**config.mk**
```make
export PLATFORM = sky130hd
export DESIGN_NAME = obj_tile_draw_flat
export DESIGN_NICKNAME = d
export VERILOG_FILES = /design/src/verilog/obj_pkg.sv /design/src/verilog/obj_entry_if.sv /design/src/verilog/obj_tile_draw.sv /design/src/flat_wrapper.sv
export SDC_FILE = /design/constraint.sdc
export NUM_CORES = 1
export LEC_CHECK = 0
export BUFFER_PORTS_ARGS = -buffer_cell sky130_fd_sc_hd__buf_2
export CAP_MARGIN = 20
export CORE_MARGIN = 2
export CORE_UTILIZATION = 38
export DETAILED_ROUTE_END_ITERATION = 8
export SYNTH_ARGS = -nofsm -noshare
export SYNTH_HDL_FRONTEND = slang
export SYNTH_SLANG_ARGS = --single-unit
```
**constraint.sdc**
```tcl
create_clock -name clk -period 3.9 [get_ports clk]
set_clock_uncertainty 0.1 [all_clocks]
set_input_delay 0.195 -clock clk [delete_from_list [all_inputs] [get_ports clk]]
set_output_delay 0.195 -clock clk [all_outputs]
set_load 0.05 [all_outputs]
```
**src/verilog/obj_pkg.sv**
```systemverilog
// table layout and pixel format for the object line renderer; 448-pixel line and 64 entries only
package obj_pkg;

    // line geometry
    localparam int unsigned line_w        = 448;  // visible pixels per line
    localparam int unsigned buf_depth     = 512;  // line buffer locations
    localparam int unsigned table_entries = 64;   // entries scanned per line

    // object table
    localparam logic [15:0] end_attr = 16'hff00;  // attr value that ends the table

    localparam logic [1:0] word_attr = 2'd0;
    localparam logic [1:0] word_code = 2'd1;
    localparam logic [1:0] word_x    = 2'd2;
    localparam logic [1:0] word_y    = 2'd3;

    localparam int unsigned attr_vflip = 6;  // bit positions in the attr word
    localparam int unsigned attr_hflip = 5;

    typedef logic [4:0] pal_t;
    typedef logic [5:0] entry_idx_t;  // entry number within the table

    // palette in the upper bits, colour index in the lower four
    typedef struct packed {
        pal_t       pal;
        logic [3:0] colour;
    } pixel_t;

    localparam logic [3:0] transp_colour = 4'd15;   // never lands in the buffer
    localparam pixel_t     clear_pixel   = 9'h1ff;  // empty location

    typedef enum logic [1:0] {
        scan_idle,
        scan_read_words,
        scan_check,
        scan_handoff
    } scan_state_t;

    typedef enum logic [1:0] {
        drw_idle,
        drw_fetch,
        drw_shift,
        drw_next_half
    } draw_state_t;

endpackage
```
**src/verilog/obj_entry_if.sv**
```systemverilog
// one decoded sprite entry; fields must stay stable while valid is high and ready is low
`timescale 1ns/1ps

interface obj_entry_if import obj_pkg::*; ();

    logic        valid;
    logic        ready;
    logic [15:0] code;   // tile code, upper rom address bits
    logic [8:0]  x;      // left pixel of the tile
    logic [3:0]  vsub;   // tile row, vflip already applied
    logic        hflip;
    pal_t        pal;

    modport src (
        output valid,
        input  ready,
        output code,
        output x,
        output vsub,
        output hflip,
        output pal
    );

    modport dst (
        input  valid,
        output ready,
        input  code,
        input  x,
        input  vsub,
        input  hflip,
        input  pal
    );

endinterface

```
**src/verilog/obj_tile_draw.sv**
```systemverilog
// 16-pixel tile row drawer; rom_ok may arrive after any number of cycles, one entry at a time
`timescale 1ns/1ps

module obj_tile_draw import obj_pkg::*; (
    input  logic        clk,
    input  logic        rst,
    obj_entry_if.dst    ent,
    output logic [19:0] rom_addr,
    output logic        rom_half,
    output logic        rom_cs,
    input  logic [31:0] rom_data,
    input  logic        rom_ok,
    output logic        pix_wr,
    output logic [9:0]  pix_addr,
    output pixel_t      pix_data,
    output logic        draw_idle
);

    draw_state_t state;
    logic [2:0]  pcnt;     // pixel within the half
    logic        second;   // working on the second half
    logic        hflip_r;
    pal_t        pal_r;
    logic [31:0] pxl;      // planar word being shifted out
    logic [9:0]  xpos;

    // four bit planes, one byte each
    function automatic logic [3:0] plane_colour(input logic [31:0] p, input logic flip);
        plane_colour = flip ? {p[24], p[16], p[8], p[0]} : {p[31], p[23], p[15], p[7]};
    endfunction

    assign ent.ready = state == drw_idle;
    assign draw_idle = state == drw_idle;

    always_ff @(posedge clk or posedge rst) begin
        if (rst) begin
            state  <= drw_idle;
            rom_cs <= 1'b0;
            pix_wr <= 1'b0;
            pcnt   <= '0;
            second <= 1'b0;
        end else begin
            pix_wr <= 1'b0;
            case (state)
                drw_idle: begin
                    if (ent.valid) begin
                        rom_cs <= 1'b1;
                        second <= 1'b0;
                        state  <= drw_fetch;
                    end
                end
                drw_fetch: begin
                    if (rom_ok) begin  // data captured this edge
                        rom_cs <= 1'b0;
                        pcnt   <= '0;
                        state  <= drw_shift;
                    end
                end
                drw_shift: begin
                    pix_wr <= 1'b1;
                    pcnt   <= pcnt + 3'd1;
                    if (pcnt == 3'd7)
                        state <= second ? drw_idle : drw_next_half;
                end
                drw_next_half: begin
                    rom_cs <= 1'b1;
                    second <= 1'b1;
                    state  <= drw_fetch;
                end
                default: state <= drw_idle;
            endcase
        end
    end

    always_ff @(posedge clk) begin
        case (state)
            drw_idle: begin
                if (ent.valid) begin
                    rom_addr <= {ent.code, ent.vsub};
                    rom_half <= ent.hflip;  // flipped tiles start from the other half
                    hflip_r  <= ent.hflip;
                    pal_r    <= ent.pal;
                    xpos     <= {1'b0, ent.x};
                end
            end
            drw_fetch: begin
                if (rom_ok)
                    pxl <= rom_data;
            end
            drw_shift: begin
                pix_addr        <= xpos;
                xpos            <= xpos + 10'd1;  // may run past the line, buffer clips
                pix_data.pal    <= pal_r;
                pix_data.colour <= plane_colour(pxl, hflip_r);
                pxl             <= hflip_r ? pxl >> 1 : pxl << 1;
            end
            drw_next_half: rom_half <= ~rom_half;
            default: ;
        endcase
    end

endmodule

```
**src/flat_wrapper.sv**
```systemverilog
// flat-port wrapper written by rule: the top's interface ports become plain ports
module obj_tile_draw_flat import obj_pkg::*;
  (clk, rst, rom_addr, rom_half, rom_cs, rom_data, rom_ok, pix_wr, pix_addr, pix_data, draw_idle, ent_valid, ent_ready, ent_code, ent_x, ent_vsub, ent_hflip, ent_pal);
  obj_entry_if ent_i ();
  input  logic clk;
  input  logic rst;
  output logic [19:0] rom_addr;
  output logic rom_half;
  output logic rom_cs;
  input  logic [31:0] rom_data;
  input  logic rom_ok;
  output logic pix_wr;
  output logic [9:0] pix_addr;
  output pixel_t pix_data;
  output logic draw_idle;
  input wire logic [$bits(ent_i.valid)-1:0] ent_valid;
  output wire logic [$bits(ent_i.ready)-1:0] ent_ready;
  input wire logic [$bits(ent_i.code)-1:0] ent_code;
  input wire logic [$bits(ent_i.x)-1:0] ent_x;
  input wire logic [$bits(ent_i.vsub)-1:0] ent_vsub;
  input wire logic [$bits(ent_i.hflip)-1:0] ent_hflip;
  input wire logic [$bits(ent_i.pal)-1:0] ent_pal;
  assign ent_i.valid = ent_valid;
  assign ent_ready = ent_i.ready;
  assign ent_i.code = ent_code;
  assign ent_i.x = ent_x;
  assign ent_i.vsub = ent_vsub;
  assign ent_i.hflip = ent_hflip;
  assign ent_i.pal = ent_pal;
  obj_tile_draw u_core (.clk(clk), .rst(rst), .ent(ent_i), .rom_addr(rom_addr), .rom_half(rom_half), .rom_cs(rom_cs), .rom_data(rom_data), .rom_ok(rom_ok), .pix_wr(pix_wr), .pix_addr(pix_addr), .pix_data(pix_data), .draw_idle(draw_idle));
endmodule
```
# ---- After elaboration in Yosys (flattened, before gate mapping)
# Cells that the tools add are included.
dict set report word_totals {
  ff_bits 96
  wordCells 56
}
dict set report op_classes {
  addsub 2
  n_eq_ne 7
  mux 21
  bitwise_logic 1
  reduce_logical 11
}
# operator n
set ops {}
lappend ops {{$mux W32} 2}
lappend ops {{$pmux W32 S2} 1}
lappend ops {{$pmux W10 S2} 1}
lappend ops {{$add A10 B1 Y10 const B} 1}
lappend ops {{$mux W10} 1}
lappend ops {{$mux W2} 4}
lappend ops {{$pmux W2 S4} 1}
lappend ops {{$reduce_and A2 Y1} 4}
lappend ops {{$pmux W3 S2} 1}
lappend ops {{$reduce_and A3 Y1} 2}
lappend ops {{$reduce_bool A2 Y1} 3}
lappend ops {{$mux W1} 5}
lappend ops {{$eq A2 B2 Y1 const B} 2}
lappend ops {{$mux W4} 1}
lappend ops {{$ne A2 B1 Y1 const B} 2}
lappend ops {{$pmux W1 S2} 2}
lappend ops {{$add A3 B1 Y3 const B} 1}
lappend ops {{$eq A3 B3 Y1 const B} 1}
lappend ops {{$mux W3} 1}
lappend ops {{$pmux W1 S3} 1}
lappend ops {{$reduce_bool A3 Y1} 1}
lappend ops {{$eq A2 B1 Y1 const B} 1}
lappend ops {{$logic_not A2 Y1} 1}
lappend ops {{$ne A2 B2 Y1 const B} 1}
lappend ops {{$not A1 Y1} 1}

# ---- Depth between registers and ports, before layout
dict set report logic_depth {
  word_depth 3
  depth_mapped 6
}

# ---- Worst setup path before layout
# Ideal clock, no wire load.
dict set report synth_path {
  kind {register to register}
  from {register u_core.state[0]}
  to {register u_core.xpos[0] (enable)}
  setup_time_ns 0.391
  arrival_time_ns 1.718
  setup_slack_ns 1.691
  stages_incl_launch_ff 4
  cell_sequence {dfrtp_1 > inv_1 > ha_1 > o21ai_0}
}
dict set report synth_between {
  elab_chain_cells 3
  word_cells_on_any_way 5
  cone_classes {2 x eq/ne; 3 x reduce/logical}
}
# item line_no
set synth_lines {}
lappend synth_lines {{start: declaration} obj_tile_draw.sv:19} ;# draw_state_t state;
lappend synth_lines {{start signal: assignment} obj_tile_draw.sv:37} ;# state <= drw_idle;
lappend synth_lines {{start signal: assignment} obj_tile_draw.sv:49} ;# state <= drw_fetch;
lappend synth_lines {{start signal: assignment} obj_tile_draw.sv:56} ;# state <= drw_shift;
lappend synth_lines {{$logic_not A2 Y1 *} --}
lappend synth_lines {{net draw_idle} flat_wrapper.sv:15} ;# output logic draw_idle;
lappend synth_lines {{$ne A2 B1 Y1 (no source line) / $reduce_bool A2 Y1 (equally long branches)} --}
lappend synth_lines {{$reduce_and A2 Y1 (no source line) *} --}
lappend synth_lines {{end signal: assignment} obj_tile_draw.sv:83} ;# xpos <= {1'b0, ent.x};
lappend synth_lines {{end signal: assignment} obj_tile_draw.sv:92} ;# xpos <= xpos + 10'd1;
lappend synth_lines {{end: declaration} obj_tile_draw.sv:25} ;# logic [9:0] xpos;
# The timed path passes the listed nets; every way through them passes the cells marked *.
# A chain may end at the register's enable or synchronous reset.

# ---- Worst setup path after layout
dict set report layout_path {
  from {register u_core.state[0]}
  to {register u_core.rom_addr[12] (enable)}
}
dict set report layout_between {
  elab_chain_cells 2
}
# item line_no
set layout_lines {}
lappend layout_lines {{$logic_not A2 Y1} obj_tile_draw.sv:76} ;# case (state)
lappend layout_lines {{$reduce_and A2 Y1 (no source line)} --}
lappend layout_lines {{end signal: assignment} obj_tile_draw.sv:79} ;# rom_addr <= {ent.code, ent.vsub};
lappend layout_lines {{end: declaration} obj_tile_draw.sv:8} ;# output logic [19:0] rom_addr,
# No other way between the ends.

==> metrics.txt <==
outcome=finished clean; Max Root-Sink Buffers=2; worst r2r src=u_core.state[0]$_DFFE_PP0P_; Synth Warn #=0; CTS sink cnt=96; Slew headroom=32.24%; Storage cell area=2843 um^2; worst-margin pin slew=1.015 ns; Fin. Hold Viols=0; Hold Crit Start=ent_x[1]; critical path, cell by cell=inv_1, ha_1, nand2_1, inv_1; post-synthesis compound-gate area fraction=7.420%; Crit-path slowest cell=inv_1; DR pass1 iterations=4; Worst setup SP type=flop; crit path max fanout=27; diode count=0; Layout area overhead=28.40%; P_leak=about 0.0022 uW; total gr overflow=0; Synth top area share=64.49%; RSZ-0062 raised after global routing=no; DRC=0; cell count after synthesis=294; number of fillers in the final layout=958; Critical Path Max Stage Delay=0.74 ns; vias=2740; met1 Usage GRT=19.93%; NetSw=around 1300 uW; Die Outline Area=11630 um^2; post_cts resized=0; clk_lat worst skew=0.36 ns; Post-DP HPWL=5.724 mm; setup-violating endpoint count in the final report=0; initial antenna violation count=0; Post-Synth XOR/XNOR Area=less than 1%; antenna-violating nets left=0; CTS Buf Count=9; die width=around 110 um; Tmin final=2.152 ns; final worst-path cycle share=roughly 55%; Mapped Area=4098 um^2; met3 usage=under 10%; fmax=464.6 MHz; root buf cell=clkbuf_8; Adder-Cell Fraction of Synth Area=2.443%; worst path bufs/invs=2; fin util=50.51%; input/output buffers=114; Top cell by count, worst path=inv_1; Synth area leaders=edfxtp_1 (64%), mux2i_1 (8.3%), dfrtp_1 (4.9%); Die Height=107.8 um; fin. max-slew vios=0; register area share after synthesis=69.37%; critical path arrival=roughly 2 ns; # rows=37; Synth cell types=29; commonest non-fill, non-tap cell in the layout=buf_2; CP top delay family=buffers and inverters; met2 usage=23.23%; CP Launch Point=u_core.state[0]$_DFFE_PP0P_; largest family of logic cells by synthesized area=multiplexers; Multi-input gate area=1147 um^2; clock share of power=between 10% and 20%; number of global-route vias before repair=2726; initial core utilization=roughly 39%; I/O pin total=between 100 and 150; number of synthesized flops with an enable pin=88; NumNets Final=just over 500; WP data required=between 3 and 4 ns; first-pass GRT wire length=13.23 mm; pin count of the biggest net entering global routing=65; sequential share of power=48.5%; VDD IR max=slightly above 0.0002 V; Sw Share=38.84%; Total GRT Usage=14.92%; simple-gate area share of the yosys netlist=7.237%; Hold/Removal Path Class=in2reg; H-tree levels=3; crit end category=flop; RePlAce Congestion=roughly 0.74; Reg clk slew, reported paths=0.09 ns; ys async rst share=8.333%; mux cell area share after synthesis=9.954%; Initial DRC Count=123; pwr dens=660.4 nW/um^2; Final TNS setup=0 ns; #FFs+latches synth=96; Mapped Nets=373; Combinational Power Share=34.1%; critical path type=reg2reg; layout cell share with drive strength beyond 1=32.13%; core area=approximately 10000 um^2; drt total wl=8.499 mm; cell taking the most area after synthesis=edfxtp_1; GRT Max-Usage Layer=met2; vias per inst=4.740; ys flop type=edfxtp_1; Mapped Avg Cell Area=13.94 um^2; CTS tree=done; most frequent cells in the layout=buf_2 (114), edfxtp_1 (88), nor2_1 (39); Max-cap violations=0; wire length per cell=~15 um; Pint=about 2100 uW
## worst register-to-register path, cell delays in order (launching register included)
cell,delay (ns)
dfrtp_1,0.42
inv_1,0.16
ha_1,0.26
nand2_1,0.10
inv_1,0.74
## final timing paths
path | slack, ns | depth (start not counted) | to
min reg2reg | 0.33 | 0 | u_core.pix_data[6]$_DFFE_PN_
max reg2reg | 1.75 | 4 | u_core.rom_addr[12]$_DFFE_PP_
max | 1.75 | 4 | u_core.rom_addr[12]$_DFFE_PP_
min in group asynchronous | 0.23 | 3 | u_core.rom_cs$_DFFE_PP0P_
max in group asynchronous | 3.21 | 3 | u_core.pix_wr$_DFF_PP0_
min | 0.04 | 2 | u_core.xpos[1]$_DFFE_PP_
## what timing repair did
| action | in CTS | in global routing |
|---|---|---|
| hold endpoints to repair | 35 | 0 |
| hold buffers | 28 | 0 |
| setup buffers | 0 | 0 |
## final cells by class
class | instances | area share [%]
sequential | 96 | 54.03
multi-input combinational | 172 | 21.81
timing repair buffer | 146 | 16.74
tap | 136 | 3.234
clock buffer | 9 | 2.354
clock inverter | 7 | 0.9750
inverter | 12 | 0.8561
## layer usage
metal | wire (um) | vias to the layer above | share of wire (%)
li1 | - | 1372 | -
met1 | 3921 | 1295 | 46
met2 | 4124 | 58 | 49
met3 | 271 | 15 | 3.2
met4 | 182 | 0 | 2.1
met5 | 0 | - | 0
## cell families (layout without fill, tap and decap cells)
logic type	Yosys count	count (layout)
DFF	96	96
and+or+nand+nor	65	65
xor gates and xnor gates	3	3
buffers and inverters	26	174
adders and majority gates	8	8
AOI/OAI and AO/OA	56	56
muxes	40	40
## cells in the mapped netlist (2+ instances only)
master / number
nand2b_1: 2
a31oi_1: 4
mux2i_1: 34
inv_1: 12
buf_2: 6
mux2_2: 6
clkbuf_1: 4
edfxtp_1: 88
o21ai_0: 13
or3_1: 4
nor2_1: 39
buf_4: 4
nand3_1: 5
xor2_1: 2
dfrtp_1: 8
o31ai_1: 3
a21oi_1: 33
nand2_1: 7
ha_1: 8
nor2b_1: 3
## power by group through the flow
stage	registers, uW	clock network (uW)	logic (uW)
final	1690	604	1190
after global routing	1720	660	1290
after CTS	1680	622	1200
after detailed placement	1700	0	1170
after global placement	1700	0	1150
after floorplan	1950	0	615
## registers in the layout (all words and copies together), names as in the netlist
signal and cells:
u_core.hflip_r 1, u_core.pal_r 5, u_core.pcnt 3, u_core.pix_addr 10, u_core.pix_data 9, u_core.pix_wr 1
u_core.pxl 32, u_core.rom_addr 20, u_core.rom_cs 1, u_core.rom_half 1, u_core.second 1, u_core.state 2
u_core.xpos 10
## stage by stage
stage / setup slack (ns) / hold WS [ns] / power (uW) / cells / cell area, um^2
3_5_place_dp: 1.740 / 0.07098 / 2878 / 534 / 4806
5_1_grt: 1.583 / 0.02477 / 3671 / 578 / 5261
4_1_cts: 1.724 / 0.01507 / 3501 / 578 / 5261
6_report: 1.748 / 0.03641 / 3475 / 578 / 5261
2_1_floorplan: 1.691 / -0.08934 / 2568 / 294 / 4098
3_3_place_gp: 1.812 / 0.06027 / 2851 / 534 / 4806
(Power assumes the default switching activity.)
