<file path="src/verilog/obj_pkg.sv">
// table layout and pixel format for the object line renderer; 448-pixel line and 64 entries only
package obj_pkg;

    // line geometry
    localparam int unsigned line_w        = 448;  // visible pixels per line
    localparam int unsigned buf_depth     = 512;  // line buffer locations
    localparam int unsigned table_entries = 64;   // entries scanned per line

    // object table
    localparam logic [15:0] end_attr = 16'hff00;  // attr value that ends the table

    localparam logic [1:0] word_attr = 2'd0;
    localparam logic [1:0] word_code = 2'd1;
    localparam logic [1:0] word_x    = 2'd2;
    localparam logic [1:0] word_y    = 2'd3;

    localparam int unsigned attr_vflip = 6;  // bit positions in the attr word
    localparam int unsigned attr_hflip = 5;

    typedef logic [4:0] pal_t;
    typedef logic [5:0] entry_idx_t;  // entry number within the table

    // palette in the upper bits, colour index in the lower four
    typedef struct packed {
        pal_t       pal;
        logic [3:0] colour;
    } pixel_t;

    localparam logic [3:0] transp_colour = 4'd15;   // never lands in the buffer
    localparam pixel_t     clear_pixel   = 9'h1ff;  // empty location

    typedef enum logic [1:0] {
        scan_idle,
        scan_read_words,
        scan_check,
        scan_handoff
    } scan_state_t;

    typedef enum logic [1:0] {
        drw_idle,
        drw_fetch,
        drw_shift,
        drw_next_half
    } draw_state_t;

endpackage
</file>
<file path="src/verilog/obj_entry_if.sv">
// one decoded sprite entry; fields must stay stable while valid is high and ready is low
`timescale 1ns/1ps

interface obj_entry_if import obj_pkg::*; ();

    logic        valid;
    logic        ready;
    logic [15:0] code;   // tile code, upper rom address bits
    logic [8:0]  x;      // left pixel of the tile
    logic [3:0]  vsub;   // tile row, vflip already applied
    logic        hflip;
    pal_t        pal;

    modport src (
        output valid,
        input  ready,
        output code,
        output x,
        output vsub,
        output hflip,
        output pal
    );

    modport dst (
        input  valid,
        output ready,
        input  code,
        input  x,
        input  vsub,
        input  hflip,
        input  pal
    );

endinterface

</file>
<file path="src/verilog/obj_table_scan.sv">
// object table walker; table read data must follow the address by exactly one cycle
`timescale 1ns/1ps

module obj_table_scan import obj_pkg::*; (
    input  logic        clk,
    input  logic        rst,
    input  logic        start,
    input  logic [7:0]  vrender,
    output logic [7:0]  table_addr,
    input  logic [15:0] table_data,
    input  logic        draw_idle,
    output logic        done,
    obj_entry_if.src    ent
);

    scan_state_t state;
    logic [1:0]  wcnt;      // word on table_data this cycle
    entry_idx_t  ent_idx;
    logic        last_ent;  // no more entries to read
    logic        at_last;
    logic [15:0] attr;
    logic [7:0]  ypos;
    logic [7:0]  vdiff;
    logic        in_zone;

    assign vdiff   = vrender - ypos;
    assign in_zone = vdiff < 8'd16;
    assign at_last = ent_idx == entry_idx_t'(table_entries - 1);

    always_ff @(posedge clk or posedge rst) begin
        if (rst) begin
            state      <= scan_idle;
            table_addr <= '0;
            wcnt       <= '0;
            ent_idx    <= '0;
            last_ent   <= 1'b0;
            ent.valid  <= 1'b0;
            done       <= 1'b0;
        end else begin
            done <= 1'b0;
            case (state)
                scan_idle: begin
                    if (start) begin  // word 0 already presented while idle
                        state      <= scan_read_words;
                        table_addr <= table_addr + 8'd1;
                        wcnt       <= '0;
                        ent_idx    <= '0;
                        last_ent   <= 1'b0;
                    end
                end
                scan_read_words: begin
                    wcnt <= wcnt + 2'd1;
                    if (wcnt == word_y)
                        state <= scan_check;  // address now on next entry
                    else
                        table_addr <= table_addr + 8'd1;
                end
                scan_check: begin
                    ent_idx <= ent_idx + 1'b1;
                    if (attr == end_attr || at_last)
                        last_ent <= 1'b1;
                    if (attr != end_attr && in_zone) begin
                        ent.valid <= 1'b1;
                        state     <= scan_handoff;
                    end else if (attr == end_attr || at_last) begin
                        state <= scan_handoff;  // only wait for the drawer
                    end else begin
                        state      <= scan_read_words;
                        table_addr <= table_addr + 8'd1;
                    end
                end
                scan_handoff: begin
                    if (ent.valid) begin
                        if (ent.ready) begin
                            ent.valid <= 1'b0;
                            if (!last_ent) begin
                                state      <= scan_read_words;
                                table_addr <= table_addr + 8'd1;
                            end
                        end
                    end else if (draw_idle) begin
                        done       <= 1'b1;
                        state      <= scan_idle;
                        table_addr <= '0;
                    end
                end
                default: state <= scan_idle;
            endcase
        end
    end

    always_ff @(posedge clk) begin
        if (state == scan_read_words) begin
            case (wcnt)
                word_attr: attr     <= table_data;
                word_code: ent.code <= table_data;
                word_x:    ent.x    <= table_data[8:0];
                word_y:    ypos     <= table_data[7:0];
            endcase
        end
        if (state == scan_check) begin
            ent.vsub  <= attr[attr_vflip] ? 4'd15 - vdiff[3:0] : vdiff[3:0];
            ent.hflip <= attr[attr_hflip];
            ent.pal   <= attr[4:0];
        end
    end

endmodule

</file>
<file path="src/flat_wrapper.sv">
// flat-port wrapper written by rule: the top's interface ports become plain ports
module obj_table_scan_flat import obj_pkg::*;
  (clk, rst, start, vrender, table_addr, table_data, draw_idle, done, ent_valid, ent_ready, ent_code, ent_x, ent_vsub, ent_hflip, ent_pal);
  obj_entry_if ent_i ();
  input  logic clk;
  input  logic rst;
  input  logic start;
  input  logic [7:0] vrender;
  output logic [7:0] table_addr;
  input  logic [15:0] table_data;
  input  logic draw_idle;
  output logic done;
  output wire logic [$bits(ent_i.valid)-1:0] ent_valid;
  input wire logic [$bits(ent_i.ready)-1:0] ent_ready;
  output wire logic [$bits(ent_i.code)-1:0] ent_code;
  output wire logic [$bits(ent_i.x)-1:0] ent_x;
  output wire logic [$bits(ent_i.vsub)-1:0] ent_vsub;
  output wire logic [$bits(ent_i.hflip)-1:0] ent_hflip;
  output wire logic [$bits(ent_i.pal)-1:0] ent_pal;
  assign ent_valid = ent_i.valid;
  assign ent_i.ready = ent_ready;
  assign ent_code = ent_i.code;
  assign ent_x = ent_i.x;
  assign ent_vsub = ent_i.vsub;
  assign ent_hflip = ent_i.hflip;
  assign ent_pal = ent_i.pal;
  obj_table_scan u_core (.clk(clk), .rst(rst), .start(start), .vrender(vrender), .table_addr(table_addr), .table_data(table_data), .draw_idle(draw_idle), .done(done), .ent(ent_i));
endmodule
</file>
<file path="config.mk">
export PLATFORM = sky130hd
export DESIGN_NAME = obj_table_scan_flat
export DESIGN_NICKNAME = d
export VERILOG_FILES = /design/src/verilog/obj_pkg.sv /design/src/verilog/obj_entry_if.sv /design/src/verilog/obj_table_scan.sv /design/src/flat_wrapper.sv
export SDC_FILE = /design/constraint.sdc
export NUM_CORES = 1
export LEC_CHECK = 0
export BUFFER_PORTS_ARGS = -buffer_cell sky130_fd_sc_hd__buf_2
export CORE_ASPECT_RATIO = 0.5
export CORE_MARGIN = 2
export CORE_UTILIZATION = 40
export DETAILED_ROUTE_END_ITERATION = 8
export HOLD_SLACK_MARGIN = 0.1
export PLACE_DENSITY_LB_ADDON = 0.2
export SLEW_MARGIN = 20
export SYNTH_ARGS = -nofsm -noshare
export SYNTH_HDL_FRONTEND = slang
export SYNTH_SLANG_ARGS = --single-unit
export TNS_END_PERCENT = 1
</file>
<file path="constraint.sdc">
create_clock -name clk -period 7.8 [get_ports clk]
set_input_delay 1.95 -clock clk [delete_from_list [all_inputs] [get_ports clk]]
set_output_delay 1.95 -clock clk [all_outputs]
set_load 0.1 [all_outputs]
</file>
* After elaboration in Yosys (flattened, before gate mapping)
Index checks and enable logic that the tools add are counted.
W data, S select, Z words.
** Word-level totals
- Register bits :: 80
- Bits in latches :: 0
- Memory bits (writable) :: 0
- Bits in read-only memories :: 0
- Bits of input ports :: 29
- Output and inout port bits :: 45
- Memories :: 0
** Operators by class
- $add $sub $neg :: 5
- Multipliers :: 0
- Divide/modulo/power cells :: 0
- Magnitude comparators :: 1
- Equality and inequality tests :: 19
- Shift-type cells :: 0
- Mux-type cells :: 33
- Bitwise operators :: 0
- Reductions and logical operators :: 17
** Operators by type and width (count)
- $mux W8 :: 8
- $pmux W8 S4 :: 1
- $mux W2 :: 9
- $eq A16 B16 Y1 const B :: 1
- $ne A16 B16 Y1 const B :: 1
- $reduce_and A2 Y1 :: 7
- $pmux W6 S2 :: 1
- $add A8 B1 Y8 const B :: 1
- $eq A2 B2 Y1 const B :: 4
- $lt A8 B5 Y1 const B :: 1
- $mux W1 :: 8
- $ne A2 B2 Y1 const B :: 4
- $pmux W2 S4 :: 1
- $sub A8 B8 Y8 :: 1
- $reduce_and A7 Y1 :: 1
- $add A6 B1 Y6 const B :: 1
- $eq A6 B6 Y1 const B :: 1
- $mux W6 :: 1
- $ne A2 B1 Y1 const B :: 3
- $ne A3 B3 Y1 const B :: 2
- $reduce_bool A2 Y1 :: 3
- $reduce_and A5 Y1 :: 1
- $eq A2 B1 Y1 const B :: 2
- $logic_not A2 Y1 :: 2
- 9 further kinds :: 10

* Depth between registers and ports, before layout
Gate-level depths: netlist (run 1).
- Word-level depth :: 5
- Mapped depth :: 11

* Least setup slack after synthesis (run 1)
Ideal clock, no wire load.
- Kind :: input to register
- Start point :: in vrender[0]
- End point :: reg u_core.table_addr[4]
- Setup time :: 160 ps
- Arrival time :: 3916 ps
- Slack :: 3724 ps
- Cell stages on the path :: 11
- Path buffers :: 1
- Cell sequence :: inv_1 ha_1 fa_1 nor2b_1 o21ai_2 xnor2_1 or4b_1 nor4_2 or3_1 buf_4 o31ai_2
** On the way
- Longest elaborated chain between the ends :: 5
** RTL lines
- from (decl) :: line flat_wrapper.sv:8 : input logic [7:0] vrender;
- $sub A8 B8 Y8 :: line obj_table_scan.sv:26 : assign vdiff = vrender - ypos;
- $lt A8 B5 Y1 :: line obj_table_scan.sv:27 : assign in_zone = vdiff < 8'd16;
- $logic_and A1 B1 Y1 :: line obj_table_scan.sv:62 : if (attr != end_attr && in_zone) begin
- $ne A2 B2 Y1 (no line)
- $reduce_and A7 Y1 (no line)
- to (signal assigned) :: line obj_table_scan.sv:45 : table_addr <= table_addr + 8'd1;
- to (signal assigned) :: line obj_table_scan.sv:69 : table_addr <= table_addr + 8'd1;
- to (signal assigned) :: line obj_table_scan.sv:78 : table_addr <= table_addr + 8'd1;
- to (decl) :: line obj_table_scan.sv:9 : output logic [7:0] table_addr,
Every way passes these cells.
A chain may end at the register's enable or synchronous reset.

* Worst setup path after layout (run 1)
- Start point :: in vrender[0]
- End point :: reg u_core.table_addr[2]
Same word-level chain as after synthesis.

==> qor.csv, run 1 <==
stage;metric;value;unit
worst_setup_path;Critical Path AT;4.97;ns
clock_tree;clock buffer depth;2;
route;DRC viols;0;
pwr;Peak supply drop;0.210;mV
clock_tree;CTS tree;done;
route;vias;2180;
cells_and_area;Layout area overhead;24.0;%
clock_tree;Post-CTS Repair Setup Buffers;0;
die;IO Pins;74;
sta;final setup TNS;0;ns
place;gpl congestion;0.842;
clock_tree;Reg clk slew, reported paths;0.06;ns
cells_and_area;nets@finish;368;
yosys;syn nets;288;
yosys;Most used DFF post-synth;edfxtp_1;
yosys;number of enable flip-flop cells after synthesis;59;
grt;initial antenna violation count;0;
die;Core Box Area;0.00817;sq mm
place;pre-CTS WS;2.74;ns
yosys;Mapped Cells;244;
worst_setup_path;crit end category;flip-flop;
die;Die X-Extent;135;microns
yosys;FFs w/ async S/R, synth;0.263;
clock_tree;cts bufs inserted;9;
pwr;Pleak;1.81;nW
grt;vias in the first global route;2239;
route;Routed WL;6820;microns
place;placed cell area;0.00392;sq mm
cells_and_area;final core utilization;0.523;
cells_and_area;post-route cell area;0.00427;sq mm
job;MaxCap Viol Count;0;
clock_tree;H-Tree Depth;3;
yosys;netlist area before placement;0.00345;sq mm
yosys;post-synthesis cell type count;47;
worst_setup_path;crit-path max FO;11;
route;Via density;4.94;
die;FP Rows;23;
route;WL/cell;15.5;microns
clock_tree;cts hold-fix bufs;0;
route;antenna-violating nets left;0;
place;Cells after DPL;425;
sta;Fmax achieved;210;MHz
sta;slew margin rel.;0.350;
die;Die Ht;69.6;microns
sta;Clock Skew;0.00559;ns
sta;Slew @ Worst Pin;0.967;ns
grt;GR Overflow Total;0;
pwr;Final Power;1.96;mW
sta;final worst path period share;0.612;
outcome;status;finished, final reports clean;
yosys;Mapped Avg Cell Area;14.1;sq um
clock_tree;Clock Sinks;80;
sta;setup violators final;0;
worst_setup_path;CP Launch Type;primary input;
clock_tree;CTS root buffer;clkbuf_16;
sta;Final Hold Vio Count;0;
cells_and_area;share of cells above drive strength 1;0.337;
route;initial DRC count;160;
grt;first-pass GRT wire length;11300;microns
sta;RSZ-0062 raised after global routing;false;
yosys;sequential share of the synthesized area;0.666;
worst_setup_path;Crit Path Class;primary input to flip-flop;
cells_and_area;# diodes;0;
grt;largest net degree at the start of global routing;22;
worst_setup_path;WP data required;8.00;ns
sta;crit path time final;4.77;ns
place;port bufs;73;
min_path;Worst Hold Class;flip-flop to flip-flop;
grt;GRT Overall Usage;0.158;
pwr;pwr/cell area;459;mW/mm^2
sta;worst hold margin;0.470;ns
yosys;Seq cells post-synth;80;
place;placed wire-length estimate;4900;microns
cells_and_area;fin cells;441;
yosys;Synth Warn #;0;
clock_tree;Worst-Skew Late Latency;0.34;ns
sta;Final WS setup;3.03;ns
sta;max-slew violations;0;
die;Die ar.;0.00942;sq mm
clock_tree;PostCTS Resize Cnt;0;
route;DRT Pass-1 Iters;4;
die;Initial Util;0.422;
[flip-flops by register name, indices dropped and copies added (netlist names), 2 cells and up]
| signal | count |
|---|---|
| u_core.attr | 16 |
| u_core.ent.code | 16 |
| u_core.ent.pal | 5 |
| u_core.ent.vsub | 4 |
| u_core.ent.x | 9 |
| u_core.ent_idx | 6 |
| u_core.state | 2 |
| u_core.table_addr | 8 |
| u_core.wcnt | 2 |
| u_core.ypos | 8 |
[where the power goes]
part | total (mW) | internal (mW) | switching, mW
registers | 0.692 | 0.613 | 0.0790
clock network | 0.489 | 0.317 | 0.172
logic | 0.782 | 0.158 | 0.624
[worst max-delay path, cell delays in order]
cell	delay, ns
buf_2	0.08
inv_1	0.05
ha_1	0.20
fa_1	0.41
nor2b_1	0.23
o21ai_2	0.10
xnor2_1	0.12
or4b_1	0.48
nor4_2	0.74
or3_1	0.46
o21ai_1	0.14
[path summary, 6_finish.rpt]
path	from	end	slack (ns)	depth (start not counted)
worst max-delay path	vrender[0]	u_core.table_addr[2]	3.03	11
worst min-delay path	u_core.attr[2]	u_core.ent.pal[2]	0.47	0
worst max register to register	u_core.ypos[0]	u_core.table_addr[2]	4.37	9
worst min register to register	u_core.attr[2]	u_core.ent.pal[2]	0.47	0
max in group asynchronous	rst	u_core.table_addr[1]	5.54	2
min in group asynchronous	rst	u_core.last_ent	1.76	2
[cells by family after synthesis]
family | Yosys count | share of synthesized area
flip-flops | 80 | 0.666
AND/OR/NAND/NOR | 72 | 0.118
AO/OA/AOI/OAI | 46 | 0.0980
buffers and inverters | 18 | 0.0250
adder cells (fa/ha/maj) | 15 | 0.0566
XOR/XNOR | 9 | 0.0229
multiplexers | 4 | 0.0131
[area by class of cell]
class                   instances  area (sq um)
fillers                       724          3900
inverters                      13          48.8
clock buffers                   9           225
multi-input cells             146          1060
flip-flops and latches         80          2300
well taps                     112           140
clock inverters                 7           126
repair buffers                 74           373
[Yosys cell counts (2+ instances only)]
| cell | number | area, sq um |
|---|---|---|
| inv_1 | 13 | 48.8 |
| a21oi_1 | 5 | 25.0 |
| xor2_1 | 2 | 17.5 |
| o211ai_1 | 4 | 30.0 |
| o31ai_2 | 5 | 62.6 |
| mux2_2 | 4 | 45.0 |
| nor2_1 | 8 | 30.0 |
| nand2_1 | 16 | 60.1 |
| o21ai_1 | 3 | 15.0 |
| buf_4 | 3 | 22.5 |
| ha_1 | 14 | 175 |
| a21o_1 | 2 | 15.0 |
| nor3_1 | 2 | 10.0 |
| and3_1 | 3 | 18.8 |
| edfxtp_1 | 59 | 1770 |
| xnor2_1 | 7 | 61.3 |
| and2_1 | 5 | 31.3 |
| nand4_1 | 2 | 12.5 |
| o31ai_1 | 2 | 15.0 |
| nand2b_1 | 4 | 25.0 |
| nor2b_1 | 5 | 31.3 |
| o21ai_0 | 10 | 50.1 |
| dfrtp_1 | 21 | 526 |
| o21bai_1 | 2 | 15.0 |
| a22o_1 | 6 | 52.6 |
| nand3_1 | 11 | 55.1 |
| or2_2 | 5 | 31.3 |
| nor4_2 | 2 | 25.0 |
[metal layers]
| layer | global-route usage | vias to the layer above | part of all wire |
|---|---|---|---|
| li1 | - | 1067 | - |
| met1 | 0.207 | 1044 | 0.47 |
| met2 | 0.243 | 62 | 0.46 |
| met3 | 0.0577 | 7 | 0.051 |
| met4 | 0.0532 | 0 | 0.0092 |
| met5 | 0 | - | 0 |
[cells in the final DEF (no fill, tap or decap), types with 3 or more instances in the layout]
master | Yosys | final
or2_2 | 5 | 5
dfrtp_1 | 21 | 21
nor2b_1 | 5 | 5
ha_1 | 14 | 14
a22o_1 | 6 | 6
nand2_1 | 16 | 16
a21oi_1 | 5 | 5
o21ai_0 | 10 | 10
mux2_2 | 4 | 4
clkbuf_16 | 0 | 9
nand3_1 | 11 | 11
edfxtp_1 | 59 | 59
o31ai_2 | 5 | 5
o21ai_1 | 3 | 3
nand2b_1 | 4 | 4
bufinv_16 | 0 | 3
and3_1 | 3 | 3
and2_1 | 5 | 5
inv_1 | 13 | 13
xnor2_1 | 7 | 7
buf_2 | 0 | 73
nor2_1 | 8 | 8
o211ai_1 | 4 | 4
(Power assumes the default switching activity.)
==> inputs of run 2 (changes only) <==
clock period = 4.65 ns   (was 7.8 ns; I/O delays follow)
==> run 2 against run 1 <==
- largest power group unchanged
- die area stayed put
- wire length hardly changed
- via count is 0.96% higher
- highest routed layer unchanged
- largest cell class unchanged
- sequential power is 68% higher
==> qor.csv, run 2 (synthesis results as in run 1) <==
stage;metric;value;unit;change
outcome;status;finished, final reports clean;;
sta;crit path time final;3.52;ns;
grt;vias in the first global route;2251;;+0.54%
route;WL/cell;15.4;microns;-0.31%
cells_and_area;# diodes;0;;unchanged
worst_setup_path;crit-path cells;buf_2 > inv_1 > ha_1 > fa_1 > nor2b_1 > o21ai_2 > xnor2_1 > or4b_1 > nor4_2 > buf_4 > or3_1 > o21ai_1;;
route;antenna-violating nets left;0;;unchanged
worst_setup_path;Critical Path Max Stage Delay;0.48;ns;-0.26 ns
worst_setup_path;CP max stage cell;or4b_1;;
sta;Slew @ Worst Pin;0.864;ns;-0.104 ns
worst_setup_path;Critical Path AT;3.72;ns;-1.25 ns
place;port bufs;73;;unchanged
worst_setup_path;crit end category;flip-flop;;
cells_and_area;final core utilization;0.520;;-0.00321
worst_setup_path;CP Launch Type;primary input;;
grt;GRT Overall Usage;0.155;;-0.00207
clock_tree;Post-CTS Repair Setup Buffers;0;;unchanged
min_path;Worst Hold Class;flip-flop to flip-flop;;
sta;Fmax achieved;284;MHz;
sta;RSZ-0062 raised after global routing;false;;
pwr;Peak supply drop;0.321;mV;+53%
die;Die ar.;0.00942;sq mm;unchanged
place;placed cell area;0.00393;sq mm;+0.19%
sta;Final Hold Vio Count;0;;unchanged
pwr;pwr/cell area;757;mW/mm^2;+65%
route;Via density;4.98;;+0.73%
route;initial DRC count;192;;+20%
grt;initial antenna violation count;0;;unchanged
clock_tree;Clock Sinks;80;;unchanged
cells_and_area;biggest regs;u_core.attr x16, u_core.ent.code x16, u_core.ent.x x9;;
cells_and_area;most frequent cells in the layout;73 x buf_2, 59 x edfxtp_1, 21 x dfrtp_1;;
cells_and_area;commonest non-fill, non-tap cell in the layout;buf_2;;
cells_and_area;fin cells;442;;+0.23%
place;Cells after DPL;426;;+0.24%
grt;GR Overflow Total;0;;unchanged
place;gpl congestion;0.885;;+5.2%
clock_tree;clock buffer depth;2;;unchanged
clock_tree;PostCTS Resize Cnt;0;;unchanged
die;Initial Util;0.422;;unchanged
route;DRC viols;0;;unchanged
worst_setup_path;Reg2Reg Setup Slack;1.69;ns;-2.68 ns
worst_setup_path;crit-path max FO;11;;unchanged
clock_tree;Reg clk slew, reported paths;0.06;ns;about the same
die;Die X-Extent;135;microns;unchanged
cells_and_area;Layout area overhead;23.2;%;
route;DRT Pass-1 Iters;4;;unchanged
die;Die Ht;69.6;microns;unchanged
sta;slew margin rel.;0.424;;+0.0746
clock_tree;H-Tree Depth;3;;unchanged
pwr;Final Power;3.21;mW;+64%
clock_tree;cts bufs inserted;9;;unchanged
clock_tree;CTS tree;done;;
job;MaxCap Viol Count;0;;unchanged
die;IO Pins;74;;unchanged
route;vias;2201;;+0.96%
route;Routed WL;6820;microns;about the same
clock_tree;CTS root buffer;clkbuf_16;;
die;Core Box Area;0.00817;sq mm;unchanged
sta;setup violators final;0;;unchanged
clock_tree;cts hold-fix bufs;0;;unchanged
sta;final worst path period share;0.757;;
clock_tree;Worst-Skew Late Latency;0.33;ns;about the same
cells_and_area;post-route cell area;0.00425;sq mm;-0.61%
pwr;Pleak;1.80;nW;-0.64%
place;pre-CTS WS;0.793;ns;-1.95 ns
grt;first-pass GRT wire length;11200;microns;-0.36%
sta;worst hold margin;0.458;ns;-0.0118 ns
place;placed wire-length estimate;4960;microns;+1.3%
grt;largest net degree at the start of global routing;22;;unchanged
worst_setup_path;Crit Path Class;primary input to flip-flop;;
sta;Clock Skew;0.00602;ns;+0.000429 ns
cells_and_area;nets@finish;369;;+0.27%
cells_and_area;share of cells above drive strength 1;0.333;;-0.00405
sta;max-slew violations;0;;unchanged
die;FP Rows;23;;unchanged
sta;Final WS setup;1.13;ns;-1.90 ns
sta;final setup TNS;0;ns;unchanged
worst_setup_path;WP data required;4.85;ns;-3.15 ns
==> run 2: cell count changes in the layout (fill, tap and decap cells not counted), sizes merged <==
cell	delta
buf	+1
bufinv	-1
clkinv	+2
inv	-1
==> run 2: worst max-delay path: cells and delay by family <==
family,cells,cell delay [ns]
buf+inv,3,0.35
fa+ha+maj,2,0.61
xor+xnor,1,0.12
simple gates,4,1.26
compound gates,2,0.22
==> run 2: worst paths after layout <==
kind	start	end	cells after the start
hold / removal	u_core.attr[4]	u_core.ent.pal[4]	0
max in group asynchronous	rst	u_core.wcnt[0]	2
min in group asynchronous	rst	u_core.ent.valid	2
setup reg to reg	u_core.ypos[0]	u_core.table_addr[2]	10
setup / recovery	vrender[0]	u_core.table_addr[2]	12
hold reg to reg	u_core.attr[4]	u_core.ent.pal[4]	0
==> run 2: final cells by class <==
cell class,count,area (sq um)
clock inverter,7,92.6
tap,112,140
timing repair buffer,75,380
clock buffer,9,225
sequential,80,2300
inverter,13,48.8
multi-input combinational,146,1060
fill,722,3930
==> run 2: power breakdown <==
| part | switching (mW) | internal, mW |
|---|---|---|
| combinational | 1.05 | 0.265 |
| clock | 0.270 | 0.470 |
| sequential | 0.130 | 1.03 |
==> run 2: per-layer routing <==
| layer | vias to the layer above | global-route usage | part of all wire | wire [microns] |
|---|---|---|---|---|
| met5 | - | 0 | 0 | 0 |
| met4 | 0 | 0.0451 | 0.0069 | 47 |
| met3 | 4 | 0.0482 | 0.046 | 315 |
| met2 | 53 | 0.251 | 0.47 | 3220 |
| met1 | 1080 | 0.203 | 0.47 | 3230 |
| li1 | 1064 | - | - | - |
